<file path="src/source/tag_pkg.sv">
package tag_pkg;

    // Smaller tag means older instruction
    typedef logic [7:0] tag_t;

    typedef logic [6:0] preg_t;

    typedef struct packed {
        tag_t tag;                          // Tag of the store being retired
    } commit_t;

endpackage

</file>
<file path="src/source/mem_pkg.sv">
package mem_pkg;

    import tag_pkg::*;

    // Same encoding as funct3[1:0]
    typedef enum logic [1:0] {
        SZ_BYTE = 2'd0,
        SZ_HALF = 2'd1,
        SZ_WORD = 2'd2
    } size_t;

    typedef enum logic {
        EXT_ZERO = 1'b0,
        EXT_SIGN = 1'b1
    } sign_t;

    typedef enum logic [1:0] {
        LD_MISS    = 2'd0,
        LD_PARTIAL = 2'd1,
        LD_HIT     = 2'd2
    } ld_status_t;

    typedef struct packed {
        logic        is_store;
        logic [2:0]  funct3;
        logic [31:0] addr;
        logic [31:0] data;
        tag_t        tag;
        preg_t       preg;
    } mem_req_t;

    typedef struct packed {
        logic [29:0] waddr;
        logic [3:0]  mask;                  // Bytes touched within the word
        logic [1:0]  offset;
        size_t       size;
        sign_t       sign;
        logic        is_store;
        logic [31:0] data;                  // Store data already in its lanes
        tag_t        tag;
        preg_t       preg;
    } access_t;

    typedef struct packed {
        logic [31:0] data;
        ld_status_t  status;
        tag_t        tag;
        preg_t       preg;
        logic        is_store;
    } ld_resp_t;

    typedef struct packed {
        logic [29:0] waddr;
        logic [31:0] data;
        logic [3:0]  mask;
    } mem_wr_t;

endpackage

</file>
<file path="src/source/lsu_decode.sv">
module lsu_decode import mem_pkg::*; (
    input  logic     req_valid,
    input  mem_req_t req,
    output logic     acc_valid,
    output access_t  acc
);

    logic [3:0] base_mask;
    logic [1:0] offset;

    assign offset    = req.addr[1:0];
    assign acc_valid = req_valid;

    always_comb begin
        acc          = '0;
        acc.waddr    = req.addr[31:2];
        acc.offset   = offset;
        acc.is_store = req.is_store;
        acc.tag      = req.tag;
        acc.preg     = req.preg;
        acc.sign     = req.funct3[2] ? EXT_ZERO : EXT_SIGN; // LBU/LHU are unsigned

        case (req.funct3[1:0])
            2'b00: begin
                acc.size  = SZ_BYTE;
                base_mask = 4'b0001;
            end
            2'b01: begin
                acc.size  = SZ_HALF;
                base_mask = 4'b0011;
            end
            default: begin
                acc.size  = SZ_WORD;
                base_mask = 4'b1111;
            end
        endcase

        acc.mask = base_mask << offset;
        acc.data = req.data << {offset, 3'b000}; // Move low bytes into their lanes
    end

endmodule

</file>
<file path="src/source/store_buffer.sv">
module store_buffer import tag_pkg::*, mem_pkg::*; #(
    parameter int ENTRIES = 8
) (
    input  logic        clk,
    input  logic        rst,
    input  logic        flush,
    input  logic        acc_valid,
    input  access_t     acc,
    input  logic        commit_valid,
    input  commit_t     commit,
    output logic        fwd_valid,
    output access_t     fwd,
    output logic [31:0] fwd_data,
    output logic [3:0]  fwd_mask,
    output logic        wr_valid,
    output mem_wr_t     wr,
    output logic        full
);

    localparam int IDX_W = $clog2(ENTRIES);

    typedef struct packed {
        tag_t        tag;
        logic [29:0] waddr;
        logic [31:0] data;
        logic [3:0]  mask;
    } entry_t;

    entry_t             ent [ENTRIES];
    logic [ENTRIES-1:0] ent_valid;
    logic [ENTRIES-1:0] next_valid;

    logic               store_accept;
    logic [IDX_W-1:0]   free_idx;
    logic               cm_found;
    logic [IDX_W-1:0]   cm_idx;
    logic               ld_found;
    logic [IDX_W-1:0]   ld_idx;

    assign store_accept = acc_valid && acc.is_store && !full; // Stores while full are dropped

    // Lowest free slot
    always_comb begin
        free_idx = '0;
        for (int i = ENTRIES - 1; i >= 0; i--) begin
            if (!ent_valid[i]) begin
                free_idx = IDX_W'(i);
            end
        end
    end

    always_comb begin
        cm_found = 1'b0;
        cm_idx   = '0;
        for (int i = ENTRIES - 1; i >= 0; i--) begin
            if (ent_valid[i] && ent[i].tag == commit.tag) begin
                cm_found = 1'b1;
                cm_idx   = IDX_W'(i);
            end
        end
    end

    // Youngest store to the same word that is still older than the load
    always_comb begin
        ld_found = 1'b0;
        ld_idx   = '0;
        for (int i = 0; i < ENTRIES; i++) begin
            if (ent_valid[i] && ent[i].waddr == acc.waddr && ent[i].tag < acc.tag &&
                (!ld_found || ent[i].tag > ent[ld_idx].tag)) begin
                ld_found = 1'b1;
                ld_idx   = IDX_W'(i);
            end
        end
    end

    always_comb begin
        next_valid = ent_valid;
        if (commit_valid && cm_found) begin
            next_valid[cm_idx] = 1'b0;
        end
        if (store_accept) begin
            next_valid[free_idx] = 1'b1; // Never the slot being drained
        end
    end

    always_ff @(posedge clk) begin
        if (rst || flush) begin
            ent_valid <= '0;
            full      <= 1'b0;
            fwd_valid <= 1'b0;
            wr_valid  <= 1'b0;
        end else begin
            ent_valid <= next_valid;
            full      <= &next_valid;
            fwd_valid <= acc_valid;
            wr_valid  <= commit_valid && cm_found;
        end
    end

    always_ff @(posedge clk) begin
        if (store_accept) begin
            ent[free_idx] <= '{tag: acc.tag, waddr: acc.waddr, data: acc.data, mask: acc.mask};
        end

        fwd      <= acc;
        fwd_data <= ld_found ? ent[ld_idx].data : '0;
        if (ld_found && !acc.is_store) begin
            fwd_mask <= ent[ld_idx].mask & acc.mask; // Only bytes the load asks for
        end else begin
            fwd_mask <= 4'b0000;
        end

        wr <= '{waddr: ent[cm_idx].waddr, data: ent[cm_idx].data, mask: ent[cm_idx].mask};
    end

endmodule

</file>
<file path="src/source/load_format.sv">
module load_format import mem_pkg::*; (
    input  logic        clk,
    input  logic        rst,
    input  logic        flush,
    input  logic        fwd_valid,
    input  access_t     fwd,
    input  logic [31:0] fwd_data,
    input  logic [3:0]  fwd_mask,
    output logic        resp_valid,
    output ld_resp_t    resp
);

    logic [31:0] masked;
    logic [31:0] shifted;
    logic [31:0] ext;
    ld_status_t  status;
    ld_resp_t    next_resp;

    always_comb begin
        for (int b = 0; b < 4; b++) begin
            masked[8*b +: 8] = fwd_mask[b] ? fwd_data[8*b +: 8] : 8'h00; // Unfound bytes read as zero
        end
        shifted = masked >> {fwd.offset, 3'b000};

        case (fwd.size)
            SZ_BYTE: ext = (fwd.sign == EXT_SIGN) ? {{24{shifted[7]}}, shifted[7:0]}
                                                  : {24'h000000, shifted[7:0]};
            SZ_HALF: ext = (fwd.sign == EXT_SIGN) ? {{16{shifted[15]}}, shifted[15:0]}
                                                  : {16'h0000, shifted[15:0]};
            default: ext = shifted;
        endcase

        if (fwd.is_store || fwd_mask == 4'b0000) begin
            status = LD_MISS;
        end else if (fwd_mask == fwd.mask) begin
            status = LD_HIT;
        end else begin
            status = LD_PARTIAL;
        end

        next_resp.data     = (status == LD_MISS) ? 32'h0 : ext;
        next_resp.status   = status;
        next_resp.tag      = fwd.tag;
        next_resp.preg     = fwd.preg;
        next_resp.is_store = fwd.is_store;
    end

    always_ff @(posedge clk) begin
        if (rst || flush) begin
            resp_valid <= 1'b0;
        end else begin
            resp_valid <= fwd_valid;
        end
    end

    always_ff @(posedge clk) begin
        resp <= next_resp;
    end

endmodule

</file>
<file path="src/source/lsu_top.sv">
module lsu_top import tag_pkg::*, mem_pkg::*; #(
    parameter int ENTRIES = 8
) (
    input  logic     clk,
    input  logic     rst,
    input  logic     flush,
    input  logic     req_valid,
    input  mem_req_t req,
    input  logic     commit_valid,
    input  commit_t  commit,
    output logic     resp_valid,
    output ld_resp_t resp,
    output logic     wr_valid,
    output mem_wr_t  wr,
    output logic     full
);

    logic        acc_valid;
    access_t     acc;
    logic        fwd_valid;
    access_t     fwd;
    logic [31:0] fwd_data;
    logic [3:0]  fwd_mask;

    lsu_decode u_decode (
        .req_valid (req_valid),
        .req       (req),
        .acc_valid (acc_valid),
        .acc       (acc)
    );

    store_buffer #(
        .ENTRIES (ENTRIES)
    ) u_store_buffer (
        .clk          (clk),
        .rst          (rst),
        .flush        (flush),
        .acc_valid    (acc_valid),
        .acc          (acc),
        .commit_valid (commit_valid),
        .commit       (commit),
        .fwd_valid    (fwd_valid),
        .fwd          (fwd),
        .fwd_data     (fwd_data),
        .fwd_mask     (fwd_mask),
        .wr_valid     (wr_valid),
        .wr           (wr),
        .full         (full)
    );

    load_format u_load_format (
        .clk        (clk),
        .rst        (rst),
        .flush      (flush),
        .fwd_valid  (fwd_valid),
        .fwd        (fwd),
        .fwd_data   (fwd_data),
        .fwd_mask   (fwd_mask),
        .resp_valid (resp_valid),
        .resp       (resp)
    );

endmodule

</file>
<file path="config.mk">
export PLATFORM = sky130hd
export DESIGN_NAME = lsu_top
export DESIGN_NICKNAME = d
export VERILOG_FILES = /design/src/source/tag_pkg.sv /design/src/source/mem_pkg.sv /design/src/source/lsu_decode.sv /design/src/source/store_buffer.sv /design/src/source/load_format.sv /design/src/source/lsu_top.sv
export SDC_FILE = /design/constraint.sdc
export NUM_CORES = 2
export LEC_CHECK = 0
export BUFFER_PORTS_ARGS = -buffer_cell sky130_fd_sc_hd__buf_2
export CAP_MARGIN = 20
export CELL_PAD_IN_SITES_DETAIL_PLACEMENT = 0
export CELL_PAD_IN_SITES_GLOBAL_PLACEMENT = 1
export CORE_ASPECT_RATIO = 0.8
export CORE_UTILIZATION = 53
export DETAILED_ROUTE_END_ITERATION = 10
export PLACE_DENSITY_LB_ADDON = 0.1
export SKIP_CTS_REPAIR_TIMING = 1
export SYNTH_ARGS = -nofsm -noshare
export SYNTH_HDL_FRONTEND = slang
export SYNTH_SLANG_ARGS = --single-unit
</file>
<file path="constraint.sdc">
create_clock -name clk -period 34.2 [get_ports clk]
set_clock_uncertainty 0.05 [all_clocks]
set_input_delay 0 -clock clk [delete_from_list [all_inputs] [get_ports clk]]
set_output_delay 0 -clock clk [all_outputs]
set_load 0.01 [all_outputs]
</file>
# [After elaboration in Yosys (flattened, before gate mapping)]
# Memories as Yosys holds them, arrays and structs flattened. A register that Yosys moved wholly into a read port is not among the register bits.
# Index checks and enable logic that the tools add are counted.
[totals] ramBits=592 out_inout_bits=119 mem_count=1 register_bits=123
[classes] shift=3 order_cmp=19 reduce_logical=60 muxes=59 n_bitwise=4 n_eq_ne=19
[memory_table] name="u_store_buffer.ent" depth=8 width=74 rd=16 rd_ports_with_merged_regs=1 wr=1 line_no="store_buffer.sv:29" text="entry_t ent [ENTRIES];"
[op_table] op="equality test 30 bit" n=8
[op_table] op="equality test 8 bit" n=8
[op_table] op="< comparator 8 bit" n=8
[op_table] op="two-way mux 32 bit" n=2
[op_table] op="case mux 32 bit (2 select lines)" n=1
[op_table] op="two-way mux 3 bit" n=20
[op_table] op="greater-than comparator 8 bit" n=7
[op_table] op="two-way mux 8 bit" n=6
[op_table] op="logical AND 1 bit" n=37
[op_table] op="<< shifter 32 x 5 -> 32 bit" n=1
[op_table] op="right shift 32 x 5 -> 32 bit" n=1
[op_table] op="two-way mux 1 bit" n=22
[op_table] op="logical NOT 1 bit" n=9
[op_table] op="logical OR 1 bit" n=9
[op_table] op="AND 8 bit" n=1
[op_table] op="< comparator 3 x 4 -> 1 bit (second input constant)" n=2
[op_table] op="two-way mux 2 bit" n=4
[op_table] op="inverter 8 bit" n=1
[op_table] op="OR 8 bit" n=1
[op_table] op="case mux 4 bit (2 select lines)" n=1
[op_table] op="AND reduction 8 bit" n=1
[op_table] op="demux 1 bit (select 3 bit)" n=2
[op_table] op="greater-or-equal comparator 3 x 1 -> 1 bit (second input constant)" n=2
[op_table] op="logical NOT 2 bit" n=3
[op_table] op="6 further kinds" n=7

# [Logic depth before layout (Yosys ltp)]
# An unclocked memory read counts as a cell.
[depth] ltp_word=41 depth_mapped=81 depth_no_buf=71

# [Cells and area by module]
# A second synthesis with hierarchy kept.
[hier_totals] hier_cells=3687 hier_area_um2=40641.5
[by_module_without_submodules] mod="store_buffer" instances=1 area_each_um2=37714.9 cells_per_inst=3357 seq_area_each_um2=21780.9
[by_module_without_submodules] mod="load_format" instances=1 area_each_um2=1963.1 cells_per_inst=205 seq_area_each_um2=1021.0
[by_module_without_submodules] mod="lsu_decode" instances=1 area_each_um2=963.4 cells_per_inst=125 seq_area_each_um2=0.0

# [Worst setup path after synthesis]
# OpenSTA, ideal clock, no wires.
[synth_timing] kind="register to register" start="mem u_store_buffer.ent[1][69] (netlist bit)" end="reg u_store_buffer.fwd_data[12] (read register of u_store_buffer.ent)" t_arrival_ps=14124 period_less_slack_ps=14323 path_buffers=11 path_stages_with_launch=79 setup_slack_ps=19877 cell_sequence="edfxtp_1 -> ha_1 -> a21oi_1 -> o21ai_0 -> a2111oi_0 -> nand3_1 -> o21bai_1 -> buf_2 -> a21oi_1 -> ha_1 -> a21o_1 -> a21o_1 -> a21oi_1 -> a32o_1 -> a21boi_0 -> or2_2 -> clkbuf_1 -> nor2_1 -> (+43 left out) -> and2_1 -> buf_2 -> clkbuf_1 -> a21o_1 -> o22ai_1 -> ha_1 -> nor2b_1 -> o21a_1 -> o21ai_0 -> nand2b_1 -> a211oi_1 -> nor2_1 -> o2111ai_2 -> clkbuf_1 -> buf_2 -> a31oi_1 -> o21ai_0 -> a221oi_2"
[synth_rtl] item="start: declaration" line_no="store_buffer.sv:29"
[synth_rtl] item="end: declaration" line_no="store_buffer.sv:13" text="output logic [31:0] fwd_data,"

==> flow_summary.ini <==
[sta]
fin_hold_ws_ns = -0.0139
tns_ns = 0
fin_crit_sh_pct = 55.7
finalHoldViolCount = 16
worst_pin_slew_ns = 1.14
rsz0062_at_grt = no
report.final.slew_viol_count = 0
setup_viol = 0
fmax_mhz = 52.5
period_minus_slack_ns = 19.06
slew_headroom_pct = 23.5

[cells_and_area]
final_area_um2 = 45300
fillCellCount = 6132
final_layout_size_suffix_gt1_share_pct = 12.3
most-common-layout-cells = 667 x nand2_1, 592 x edfxtp_1, 360 x a21oi_1, 247 x xnor2_1, 215 x buf_2
area.growth.synth_to_final_pct = 13.3
nets = 4140
utilization_pct = 61.1
layout_commonest_cell = nand2_1

[pwr]
power.internal_mw = 1.61
p_leak_nw = 16.6
p_clk_share_pct = 44.2
ir_drop_mv = 0.0560
p_comb_share_pct = 6.2
seqPwrFrac_pct = 49.6
p_sw_uw = 488
power.density_nw_per_um2 = 46.3
switching_share_pct = 23.3

[worst_setup_path]
r2r-start = u_store_buffer.ent[0][73]
crit_start = u_store_buffer.ent[0][73]
crit_fanout = 39
crit_path_end_kind = register
cpMaxStageDelayCell = nand2_2
required_ns = 34.65
cpMostUsedCell = ha_1
arrival_ns = 19.51
crit_family = compound AO/OA/AOI/OAI gates
cp_num_buf_inv = 6
r2r_setup_slack_ns = 15.14
worstSetupPathType = reg2reg
worstSetupStartpointType = register
slowest_delay_ns = 0.79

[flow_run]
drv_cap = 0

[yosys]
async_flop_share_pct = 0
synthCells = 3741
yosysSeqAreaShare_pct = 53.9
syn_area_um2 = 40000
ys_ff_latch = 781
synth.avg_cell_area_um2 = 10.7
yosys.cell_types.count = 93
synth-edff-count = 592
synth_nets = 3949
synth-main-ff-cell = edfxtp_1
yosysWarnings = 0

[clocking]
clockBufferDepth = 3
clk_pin_slew_ns = 0.06
cts_tree = done
cts-htree-levels = 3
cts.sinks = 781
cts_made_buffers = 79
insertion_delay_ns = 0.68
clockRootBuffer = clkbuf_16

[placement]
placed_cell_area_um2 = 41700
gp_congestion = 1.05
portBuffers = 214
hpwlAfterDp_um = 102000

[hold_path]
hold_class = in2reg
min-delay-start = req[24]

[global_route]
grtUsageTotal_pct = 39.2
grt_pass1_wl_um = 215000
grt_overflow = 0
antenna_found_initial = 3
grt_max_degree = 208
grt_pass1_vias = 30200

[floorplan]
die_x_um = 309
die_area_um2 = 76500
pin_count = 215
dieHeight_um = 248
fp.coreArea_um2 = 74200
initial_core_util_pct = 53.9
num_rows = 89

[detailed_routing]
dr.pass1.iters = 8
drc_errors = 0
drtIter0Drc = 5084
wl_per_cell_um = 30.7
drt-total-wl_um = 154000
vias = 33100
ant_nets = 0
vias_per_cell = 6.61

[status]
violations = hold timing
status = complete, but fails checks
[final timing paths]
check	end	cells after the start
min reg2reg	u_load_format.resp[14]	0
min	u_store_buffer.ent[4][21]	3
max reg2reg	u_store_buffer.fwd_data[8]	69
max	u_store_buffer.fwd_data[8]	69
[layer usage]
layer  GRT usage, %  vias to the layer above  share of wire [%]
met5              0                        -             0.0085
met4           12.4                        2                3.5
met3           9.09                      325                 13
met2           56.7                     2348                 43
met1           57.9                    16200                 41
li1               -                    14200                  -
[flip-flops by register name, summed over array words and instances, names as in the netlist]
| register | flops |
|---|---|
| u_store_buffer.ent | 592 |
| u_store_buffer.wr | 66 |
| u_load_format.resp | 50 |
| u_store_buffer.fwd_data | 32 |
| u_store_buffer.fwd | 25 |
| u_store_buffer.ent_valid | 8 |
| u_store_buffer.fwd_mask | 4 |
| u_load_format.resp_valid | 1 |
| u_store_buffer.full | 1 |
| u_store_buffer.fwd_valid | 1 |
| u_store_buffer.wr_valid | 1 |
[synth_stat cells (70+ instances only)]
| cell | instances | share of area, % |
|---|---|---|
| a21oi_1 | 361 | 4.5 |
| clkbuf_1 | 160 | 1.5 |
| dfxtp_1 | 189 | 9.5 |
| edfxtp_1 | 592 | 44 |
| ha_1 | 112 | 3.5 |
| inv_1 | 106 | 1.0 |
| mux2i_1 | 70 | 1.8 |
| nand2_1 | 670 | 6.3 |
| nand4_1 | 103 | 1.6 |
| nor2_1 | 105 | 0.99 |
| o21ai_0 | 74 | 0.93 |
| xnor2_1 | 247 | 5.4 |
[power groups by stage]
| stage | Combinational (mW) | Clock (mW) | Sequential (mW) |
|---|---|---|---|
| after floorplan | 0.0667 | 0 | 1.06 |
| after global placement | 0.118 | 0 | 1.06 |
| after detailed placement | 0.119 | 0 | 1.06 |
| after CTS | 0.119 | 0.930 | 1.04 |
| after global routing | 0.138 | 0.965 | 1.04 |
| final | 0.131 | 0.926 | 1.04 |
[final cells by class]
type	count	area [um^2]	area share, %
Clock buffer	112	2270	5.00
Sequential cell	781	21600	47.6
Multi-Input combinational cell	2606	17000	37.4
Clock inverter	36	514	1.13
Timing Repair Buffer	358	2360	5.20
Antenna cell	4	10.0	0.0221
Inverter	106	398	0.878
Tap cell	1001	1250	2.76
[kinds of logic after synthesis]
family	count (synthesis)	share of synthesized area (%)
AND/OR/NAND/NOR	1230	15.0
flip-flops	781	53.9
XOR/XNOR	310	6.81
buffers and inverters	354	4.13
AO/OA/AOI/OAI	874	14.6
adder cells (fa/ha/maj)	112	3.51
multiplexers	80	2.05
[worst reg2reg max path, delay by kind of cell, from the launching register on]
family / cells / cell delay (ns)
AO/OA/AOI/OAI: 39 / 9.49
AND/OR/NAND/NOR: 14 / 3.57
buffers and inverters: 6 / 2.22
adder cells (fa/ha/maj): 7 / 2.14
multiplexers: 3 / 0.90
flip-flops: 1 / 0.51
[per-stage QoR]
step	setup slack [ns]	hold slack, ns	instances	power [mW]
3_3_place_gp	15.33	0.0517	4769	1.18
3_5_place_dp	15.22	0.0541	4769	1.18
5_1_grt	14.14	0.0156	5001	2.14
2_1_floorplan	19.88	-0.0223	3741	1.13
4_1_cts	15.14	-0.646	4917	2.09
6_report	15.14	-0.0139	5004	2.10
(Power assumes the default switching activity.)
